## src/thr_macros.svh

```systemverilog
////////////////////
// Register map, FIFO depths and field widths of the thresholding block
// FIFO depths must be powers of two
// Input packets longer than THR_MAX_PKT samples are not supported
////////////////////

`ifndef THR_MACROS_SVH
`define THR_MACROS_SVH

// Settings bus addresses
`define THR_SR_THRESHOLD   8'd128
`define THR_SR_SID         8'd130

// Readback addresses
`define THR_RB_THRESHOLD   8'd0
`define THR_RB_NUM_SAMPLES 8'd1
`define THR_RB_SID         8'd2
`define THR_RB_DEFAULT     64'h0BAD_C0DE_0BAD_C0DE

// Buffering
`define THR_PAYLOAD_DEPTH  64
`define THR_LEN_DEPTH      8
`define THR_MAX_PKT        64

// Field widths
`define THR_SAMPLE_W       32
`define THR_LEN_W          12
`define THR_SID_W          8
`define THR_SEQ_W          4
`define THR_SET_AW         8
`define THR_SET_DW         32
`define THR_RB_AW          8
`define THR_RB_DW          64

`endif

```

## src/thr_pkg.sv

```systemverilog
////////////////////
// Types for the thresholding block
// Widths come from the field macros, so both must stay in step
// Samples are two's complement and compared signed
////////////////////

`include "thr_macros.svh"

package thr_pkg;

  // One stream word, also used for the header word
  typedef logic signed [`THR_SAMPLE_W-1:0] sample_t;

  // Kept samples in one packet, as carried in the header
  typedef logic [`THR_LEN_W-1:0] pkt_len_t;

  // Stream ID, one byte each for source and destination
  typedef logic [`THR_SID_W-1:0] sid_t;

  // Wraps modulo 16
  typedef logic [`THR_SEQ_W-1:0] seqnum_t;

  // Output framer
  typedef enum logic [1:0] {
    FR_IDLE,
    FR_HEADER,
    FR_PAYLOAD
  } frame_state_t;

endpackage

```

## src/thr_compare.sv

```systemverilog
////////////////////
// Compare stage, one register between the input stream and the FIFOs
// A packet that keeps no sample pushes no length
// Input ready needs room in both FIFOs
////////////////////

module thr_compare
  import thr_pkg::*;
(
  input  logic     i_ce_clk,
  input  logic     i_rst_n,
  input  sample_t  i_threshold,
  // Input stream
  input  sample_t  i_tdata,
  input  logic     i_tlast,
  input  logic     i_tvalid,
  output logic     o_tready,
  // Payload FIFO write side
  output sample_t  o_smp_data,
  output logic     o_smp_push,
  input  logic     i_smp_full,
  // Length FIFO write side
  output pkt_len_t o_len_data,
  output logic     o_len_push,
  input  logic     i_len_full,
  output logic     o_kept_stb
);

  logic     r_valid;
  sample_t  r_data;
  logic     r_keep;
  logic     r_last;
  pkt_len_t r_cnt;
  pkt_len_t cnt_next;
  logic     room;
  logic     drain;
  logic     accept;

  assign room     = !i_smp_full && !i_len_full;
  assign drain    = r_valid && room;
  assign o_tready = (!r_valid || drain) && room;
  assign accept   = i_tvalid && o_tready;

  ////////////////////
  // Register stage
  ////////////////////
  always_ff @(posedge i_ce_clk) begin
    if (!i_rst_n) begin
      r_valid <= 1'b0;
    end else if (accept) begin
      r_valid <= 1'b1;
    end else if (drain) begin
      r_valid <= 1'b0;
    end
  end

  // Signed greater-than against the current threshold
  always_ff @(posedge i_ce_clk) begin
    if (accept) begin
      r_data <= i_tdata;
      r_keep <= i_tdata > i_threshold;
      r_last <= i_tlast;
    end
  end

  ////////////////////
  // Per-packet kept count
  ////////////////////
  assign cnt_next = r_cnt + pkt_len_t'(r_keep);

  always_ff @(posedge i_ce_clk) begin
    if (!i_rst_n) begin
      r_cnt <= '0;
    end else if (drain) begin
      // Restart on each packet boundary
      r_cnt <= r_last ? '0 : cnt_next;
    end
  end

  assign o_smp_data = r_data;
  assign o_smp_push = drain && r_keep;
  assign o_len_data = cnt_next;
  assign o_len_push = drain && r_last && (cnt_next != '0);
  assign o_kept_stb = o_smp_push;

endmodule

```

## src/thr_ctrl.sv

```systemverilog
////////////////////
// Settings, readback and output framing
// Header is dst ID, src ID, sequence number, length, high bits first
// A length is popped only once its whole payload sits in the FIFO
////////////////////

`include "thr_macros.svh"

module thr_ctrl
  import thr_pkg::*;
(
  input  logic                   i_ce_clk,
  input  logic                   i_rst_n,
  input  logic                   i_clear,
  // Settings bus
  input  logic                   i_set_stb,
  input  logic [`THR_SET_AW-1:0] i_set_addr,
  input  logic [`THR_SET_DW-1:0] i_set_data,
  // Readback
  input  logic [`THR_RB_AW-1:0]  i_rb_addr,
  output logic [`THR_RB_DW-1:0]  o_rb_data,
  output sample_t                o_threshold,
  input  logic                   i_kept_stb,
  // Length FIFO read side
  input  pkt_len_t               i_len_data,
  input  logic                   i_len_empty,
  output logic                   o_len_pop,
  // Payload FIFO read side
  input  sample_t                i_smp_data,
  output logic                   o_smp_pop,
  // Output stream
  output sample_t                o_tdata,
  output logic                   o_tlast,
  output logic                   o_tvalid,
  input  logic                   i_tready
);

  sample_t      threshold;
  sid_t         src_sid;
  sid_t         dst_sid;
  logic [31:0]  kept_cnt;
  seqnum_t      seqnum;
  frame_state_t state;
  pkt_len_t     remain;
  logic         last_beat;

  ////////////////////
  // Settings registers
  ////////////////////
  always_ff @(posedge i_ce_clk) begin
    if (!i_rst_n) begin
      threshold <= '0;
      src_sid   <= '0;
      dst_sid   <= '0;
    end else if (i_set_stb) begin
      if (i_set_addr == `THR_SR_THRESHOLD) begin
        threshold <= i_set_data;
      end
      if (i_set_addr == `THR_SR_SID) begin
        src_sid <= i_set_data[7:0];
        dst_sid <= i_set_data[15:8];
      end
    end
  end

  assign o_threshold = threshold;

  // Running total of kept samples, clear wins
  always_ff @(posedge i_ce_clk) begin
    if (!i_rst_n || i_clear) begin
      kept_cnt <= '0;
    end else if (i_kept_stb) begin
      kept_cnt <= kept_cnt + 1'b1;
    end
  end

  always_comb begin
    case (i_rb_addr)
      `THR_RB_THRESHOLD:   o_rb_data = {32'd0, threshold};
      `THR_RB_NUM_SAMPLES: o_rb_data = {32'd0, kept_cnt};
      `THR_RB_SID:         o_rb_data = {48'd0, dst_sid, src_sid};
      default:             o_rb_data = `THR_RB_DEFAULT;
    endcase
  end

  ////////////////////
  // Framer
  ////////////////////
  assign last_beat = (state == FR_PAYLOAD) && (remain == pkt_len_t'(1)) && i_tready;

  always_ff @(posedge i_ce_clk) begin
    if (!i_rst_n) begin
      state <= FR_IDLE;
    end else begin
      case (state)
        FR_IDLE:    if (!i_len_empty) state <= FR_HEADER;
        FR_HEADER:  if (i_tready) state <= FR_PAYLOAD;
        FR_PAYLOAD: if (last_beat) state <= FR_IDLE;
        default:    state <= FR_IDLE;
      endcase
    end
  end

  // Length for the header, then counts down the payload
  always_ff @(posedge i_ce_clk) begin
    if (state == FR_IDLE) begin
      remain <= i_len_data;
    end else if (state == FR_PAYLOAD && i_tready) begin
      remain <= remain - 1'b1;
    end
  end

  always_ff @(posedge i_ce_clk) begin
    if (!i_rst_n || i_clear) begin
      seqnum <= '0;
    end else if (last_beat) begin
      seqnum <= seqnum + 1'b1;
    end
  end

  assign o_tvalid  = (state != FR_IDLE);
  assign o_tdata   = (state == FR_HEADER) ? {dst_sid, src_sid, seqnum, remain} : i_smp_data;
  assign o_tlast   = (state == FR_PAYLOAD) && (remain == pkt_len_t'(1));
  assign o_len_pop = (state == FR_HEADER) && i_tready;
  assign o_smp_pop = (state == FR_PAYLOAD) && i_tready;

endmodule

```

## src/thr_fifo.sv

```systemverilog
////////////////////
// Synchronous FIFO, first word falls through to the read port
// DEPTH must be a power of two
// Writes when full and reads when empty are ignored
////////////////////

module thr_fifo #(
  parameter int WIDTH = 32,
  parameter int DEPTH = 64
) (
  input  logic             i_ce_clk,
  input  logic             i_rst_n,
  input  logic [WIDTH-1:0] i_wr_data,
  input  logic             i_wr_en,
  output logic             o_full,
  output logic [WIDTH-1:0] o_rd_data,
  input  logic             i_rd_en,
  output logic             o_empty
);

  localparam int AW = $clog2(DEPTH);

  logic [WIDTH-1:0] mem [DEPTH];
  logic [AW-1:0]    wr_ptr;
  logic [AW-1:0]    rd_ptr;
  logic [AW:0]      count;
  logic             wr;
  logic             rd;

  assign o_full  = (count == (AW+1)'(DEPTH));
  assign o_empty = (count == '0);
  assign wr      = i_wr_en && !o_full;
  assign rd      = i_rd_en && !o_empty;

  // Head word is always on the read port
  assign o_rd_data = mem[rd_ptr];

  always_ff @(posedge i_ce_clk) begin
    if (wr) begin
      mem[wr_ptr] <= i_wr_data;
    end
  end

  // Pointers wrap naturally at DEPTH
  always_ff @(posedge i_ce_clk) begin
    if (!i_rst_n) begin
      wr_ptr <= '0;
      rd_ptr <= '0;
      count  <= '0;
    end else begin
      if (wr) wr_ptr <= wr_ptr + 1'b1;
      if (rd) rd_ptr <= rd_ptr + 1'b1;
      if (wr && !rd) begin
        count <= count + 1'b1;
      end else if (rd && !wr) begin
        count <= count - 1'b1;
      end
    end
  end

endmodule

```

## src/thr_top.sv

```systemverilog
////////////////////
// Thresholding block, single clock domain
// Kept samples of each input packet leave as one packet behind a header word
// Input packets must not exceed THR_MAX_PKT samples
////////////////////

`include "thr_macros.svh"

module thr_top
  import thr_pkg::*;
(
  input  logic                   i_ce_clk,
  input  logic                   i_rst_n,
  input  logic                   i_clear,
  // Settings and readback
  input  logic                   i_set_stb,
  input  logic [`THR_SET_AW-1:0] i_set_addr,
  input  logic [`THR_SET_DW-1:0] i_set_data,
  input  logic [`THR_RB_AW-1:0]  i_rb_addr,
  output logic [`THR_RB_DW-1:0]  o_rb_data,
  // Sample stream in
  input  sample_t                i_tdata,
  input  logic                   i_tlast,
  input  logic                   i_tvalid,
  output logic                   o_tready,
  // Packet stream out
  output sample_t                o_tdata,
  output logic                   o_tlast,
  output logic                   o_tvalid,
  input  logic                   i_tready
);

  sample_t  threshold;
  sample_t  smp_wr_data;
  sample_t  smp_rd_data;
  logic     smp_push;
  logic     smp_pop;
  logic     smp_full;
  logic     smp_empty;
  pkt_len_t len_wr_data;
  pkt_len_t len_rd_data;
  logic     len_push;
  logic     len_pop;
  logic     len_full;
  logic     len_empty;
  logic     kept_stb;

  thr_compare u_compare (
    .i_ce_clk    (i_ce_clk),
    .i_rst_n     (i_rst_n),
    .i_threshold (threshold),
    .i_tdata     (i_tdata),
    .i_tlast     (i_tlast),
    .i_tvalid    (i_tvalid),
    .o_tready    (o_tready),
    .o_smp_data  (smp_wr_data),
    .o_smp_push  (smp_push),
    .i_smp_full  (smp_full),
    .o_len_data  (len_wr_data),
    .o_len_push  (len_push),
    .i_len_full  (len_full),
    .o_kept_stb  (kept_stb)
  );

  // Kept samples, whole packets wait here for their header
  thr_fifo #(
    .WIDTH (`THR_SAMPLE_W),
    .DEPTH (`THR_PAYLOAD_DEPTH)
  ) u_payload_fifo (
    .i_ce_clk  (i_ce_clk),
    .i_rst_n   (i_rst_n),
    .i_wr_data (smp_wr_data),
    .i_wr_en   (smp_push),
    .o_full    (smp_full),
    .o_rd_data (smp_rd_data),
    .i_rd_en   (smp_pop),
    .o_empty   (smp_empty)
  );

  thr_fifo #(
    .WIDTH (`THR_LEN_W),
    .DEPTH (`THR_LEN_DEPTH)
  ) u_len_fifo (
    .i_ce_clk  (i_ce_clk),
    .i_rst_n   (i_rst_n),
    .i_wr_data (len_wr_data),
    .i_wr_en   (len_push),
    .o_full    (len_full),
    .o_rd_data (len_rd_data),
    .i_rd_en   (len_pop),
    .o_empty   (len_empty)
  );

  thr_ctrl u_ctrl (
    .i_ce_clk    (i_ce_clk),
    .i_rst_n     (i_rst_n),
    .i_clear     (i_clear),
    .i_set_stb   (i_set_stb),
    .i_set_addr  (i_set_addr),
    .i_set_data  (i_set_data),
    .i_rb_addr   (i_rb_addr),
    .o_rb_data   (o_rb_data),
    .o_threshold (threshold),
    .i_kept_stb  (kept_stb),
    .i_len_data  (len_rd_data),
    .i_len_empty (len_empty),
    .o_len_pop   (len_pop),
    // Framer pops only when a packet is known complete
    .i_smp_data  (smp_rd_data),
    .o_smp_pop   (smp_pop),
    .o_tdata     (o_tdata),
    .o_tlast     (o_tlast),
    .o_tvalid    (o_tvalid),
    .i_tready    (i_tready)
  );

endmodule
```

## config.mk

```make
export PLATFORM = sky130hd
export DESIGN_NAME = thr_top
export DESIGN_NICKNAME = d
export VERILOG_FILES = /design/src/thr_pkg.sv /design/src/thr_compare.sv /design/src/thr_ctrl.sv /design/src/thr_fifo.sv /design/src/thr_top.sv
export VERILOG_INCLUDE_DIRS = /design/src /design/src/src
export SDC_FILE = /design/constraint.sdc
export NUM_CORES = 2
export LEC_CHECK = 0
export BUFFER_PORTS_ARGS = -buffer_cell sky130_fd_sc_hd__buf_4
export CORE_MARGIN = 5
export CORE_UTILIZATION = 28
export DETAILED_ROUTE_END_ITERATION = 8
export PLACE_DENSITY = 0.46
export SLEW_MARGIN = 15
export SYNTH_ARGS = -nofsm -noshare
export SYNTH_HDL_FRONTEND = slang
export SYNTH_SLANG_ARGS = --single-unit
export TNS_END_PERCENT = 50
```

## constraint.sdc

```tcl
create_clock -name i_ce_clk -period 3.4 [get_ports i_ce_clk]
set_input_delay 0.34 -clock i_ce_clk [delete_from_list [all_inputs] [get_ports i_ce_clk]]
set_output_delay 0.34 -clock i_ce_clk [all_outputs]
set_load 0.02 [all_outputs]
```

==> results.md <==
- Top-count cell post-synth: edfxtp_1
- Total grt overflow: 0
- Post-Synthesis Cells: approximately 4500
- Hold Slack: approximately 140 ps
- VDD IR max: 0.000506 V
- Final worst slack: -600 ps
- Worst clock skew: between 50 and 60 ps
- Register area: 68500 µm²
- Prevailing post-synth register cell: edfxtp_1
- Slew HR: approximately a third
- Largest net degree at the start of global routing: 92
- GPL Wtd Cong: around 0.78
- Drt pass-1 iters: 7
- Drt wl/cell: ~28 µm
- Worst Max-Slew Pin Slew: between 1000 and 1500 ps
- Syn Area/Cell: 20.4 µm²
- Status: complete, but fails checks
- Max Slew Vio Count: 0
- Power Dens Cells: between 500 and 600 nW/µm²
- Tcrit/Tclk final: 118%
- GR Util All Layers: roughly 16%
- CTS root buf: clkbuf_16
- Yosys top cell by area: edfxtp_1
- Layout area overhead: 22.8%
- Slowest library cell on the worst path: mux4_2
- Final-report hold violation count: 0
- Max_cap viols: 0
- Sequential share of the synthesized area: about three quarters
- Yosys reg bits: approximately 2300
- Ys async rst share: 0%
- Clock Sinks: 2327
- F_max: ~250 MHz
- Failing checks: setup timing
- CTS tree: done
- Most frequent cells after synthesis: edfxtp_1, mux4_2, nor2_1, a21oi_1, mux2i_1
- Vias per inst: 4.84
- Starting Density: between 20% and 30%
- Distinct cell type count after synthesis: slightly above 60
- YS warnings: 0
- Mapped cell area: approximately 91000 µm²
- Layout Nets: between 5000 and 6000
- DRC: 0
- Post-synth EDFFs: approximately 2200
- CP Launch Type: flop
- Reg-to-Reg Start: u_compare.r_keep$_DFFE_PP_
- CTS buffer count: between 200 and 250
- Worst hold path class: in -> reg
- I/O Buffers: roughly 170
- First-pass GRT wire length: roughly 380000 µm
- Leak: ~35 nW
- Fillers: just over 30000
- Antenna Nets Post-Route: 0
- Slowest Stage Delay on Critical Path: about 600 ps
- FP Rows: about 210
- RSZ-0062 raised after global routing: true
- CP endpoint kind: output pin
- Die Y: 581 µm
- Hold_sp: i_tvalid
- Final setup violation count: 33
- Number of H-tree levels: 4
- Clk buf depth: 4
- WS Path Type: reg -> out
- Crit path cell chain: buf_12 > buf_16 > buf_12 > buf_4 > mux4_2 > mux4_2 > nor2b_4 > a31oi_4 > nand3_2 > buf_6 > buf_6
- Crit path time final: ~4000 ps
- CP Max Fanout: 8
- Worst-skew pair later-pin latency: approximately 880 ps
- Reg clk slew, reported paths: ~60 ps
- Top-Level Pins: 186
- Area of the multi-input gates: approximately 22000 µm²
- Detailed Route WL: 271000 µm
- Synth top area share: 72.0%
- Number of DRC markers in iteration 0: around 4500
- Core Region: between 300000 and 400000 µm²
- Synth top area cells: edfxtp_1, mux4_2, dfxtp_1, mux2i_1, nor2_1
- CP Data Arrival Time: 3660 ps
- Die ar.: between 300000 and 400000 µm²
- Dpl hpwl: approximately 160000 µm
- Vias: approximately 47000
- Worst path required time: about 3100 ps
- Die width: roughly 580 µm
- Initial antenna violation count: 18
- Vias in the first global route: 48100
- Setup WS pre-CTS: -70.1 ps
- Share of layout cells above drive strength 1: ~33%
==> per-stage QoR <==
step	utilization, %	cells	power, mW	setup TNS, ps	area (µm²)
CTS	34.4	9691	65.6	-20200	112000
global route	34.5	9721	67.2	-20930	112000
detailed placement	31.4	9132	39.7	-101	102000
floorplan	-	4491	36.6	0	91400
global placement	31.4	9132	39.6	-141	102000
finish	34.5	9724	64.9	-16870	112000
==> routing by layer <==
layer / part of all wire, % / vias to the layer above / track usage, %
met5: 0 / - / 0
met4: 2.2 / 0 / 3.49
met2: 48 / 1264 / 25.6
li1: - / 19800 / -
met3: 4.9 / 303 / 2.13
met1: 45 / 25700 / 22.2
==> sequential cells by signal, indices dropped and copies added, names as in the netlist, 6 cells and up, named ones only <==
signal	cells
u_ctrl.src_sid	8
u_payload_fifo.rd_ptr	6
u_payload_fifo.count	7
u_ctrl.kept_cnt	32
u_compare.r_cnt	12
u_compare.o_smp_data	32
u_ctrl.dst_sid	8
u_payload_fifo.wr_ptr	6
u_ctrl.o_threshold	32
u_len_fifo.mem	96
u_payload_fifo.mem	2048
u_ctrl.remain	12
==> cell usage in the layout, fill, tap and decap left out, drive strengths merged, types with 4 or more instances in the layout <==
master and n:
and4 6, nor4b 5, clkinvlp 4, dfxtp 137
a31oi 37, and3 11, nor3 24, nand3b 6
or4 6, nor4 11, o211ai 4, o22ai 47
or3 11, nor2 253, bufbuf 5, diode 4
xnor2 35, nand2 143, clkinv 108, a21o 5
nor2b 37, buf 648, mux2i 151, a21oi 151
nand3 59, nand2b 9, bufinv 12, ha 51
inv 62, nand4 22, conb 16, mux2 32
dlygate4sd3 71, mux4 601, edfxtp 2190, clkbuf 319
and2 5, xor2 34, o21ai 29
==> cell type report <==
type / count / share of cell area (%)
Clock inverter: 128 / 0.849
Sequential cell: 2327 / 61.1
Timing Repair Buffer: 727 / 7.16
Antenna cell: 4 / 0.00893
Multi-Input combinational cell: 1839 / 20.0
Clock buffer: 316 / 5.80
Inverter: 58 / 0.195
Tap cell: 4325 / 4.83
==> path summary, 6_finish.rpt <==
check / to / slack (ps) / depth (start not counted)
hold / removal: u_compare.r_last$_DFFE_PP_ / 140 / 3
hold reg to reg: u_ctrl.o_threshold[27]$_SDFFE_PN0P_ / 460 / 2
setup / recovery: o_tdata[11] / -600 / 11
setup reg to reg: u_len_fifo.count[3]$_SDFFE_PN0P_ / -110 / 15
==> cells by family (layout without fill, tap and decap cells) <==
group                    after synthesis  in the layout  synth area share [%]
buffers and inverters                325           1229                  1.69
adder cells (fa/ha/maj)               53             53                 0.743
AO/OA/AOI/OAI                        296            296                  1.85
AND/OR/NAND/NOR                      621            621                  3.15
multiplexers                         784            784                  16.9
flip-flops                          2327           2327                  75.0
XOR/XNOR                              69             69                 0.662
other                                  1             20               0.00411
==> critical path, delay by kind of cell, from the launching register on <==
kind            cells  cell delay [ps]
flops               1              370
simple gates        2              270
mux                 2             1090
compound gates      1              170
buf+inv             6              860
==> report_power, final <==
part / leakage [nW] / internal, mW / switching [mW] / total, mW
combinational: 9.99 / 2.25 / 4.16 / 6.41
clock: 3.67 / 14.3 / 11.1 / 25.4
sequential: 20.9 / 32.8 / 0.281 / 33.1
total: 34.5 / 49.4 / 15.5 / 64.9
==> timing repair <==
item,in CTS,in global routing
pin swaps,11,6
hold endpoints to repair,99,0
gates resized for setup,157,53
cloned,16,3
endpoints found under the setup margin,33,34
buffers inserted,30,28
hold buffers,71,0
(Power assumes the default switching activity.)
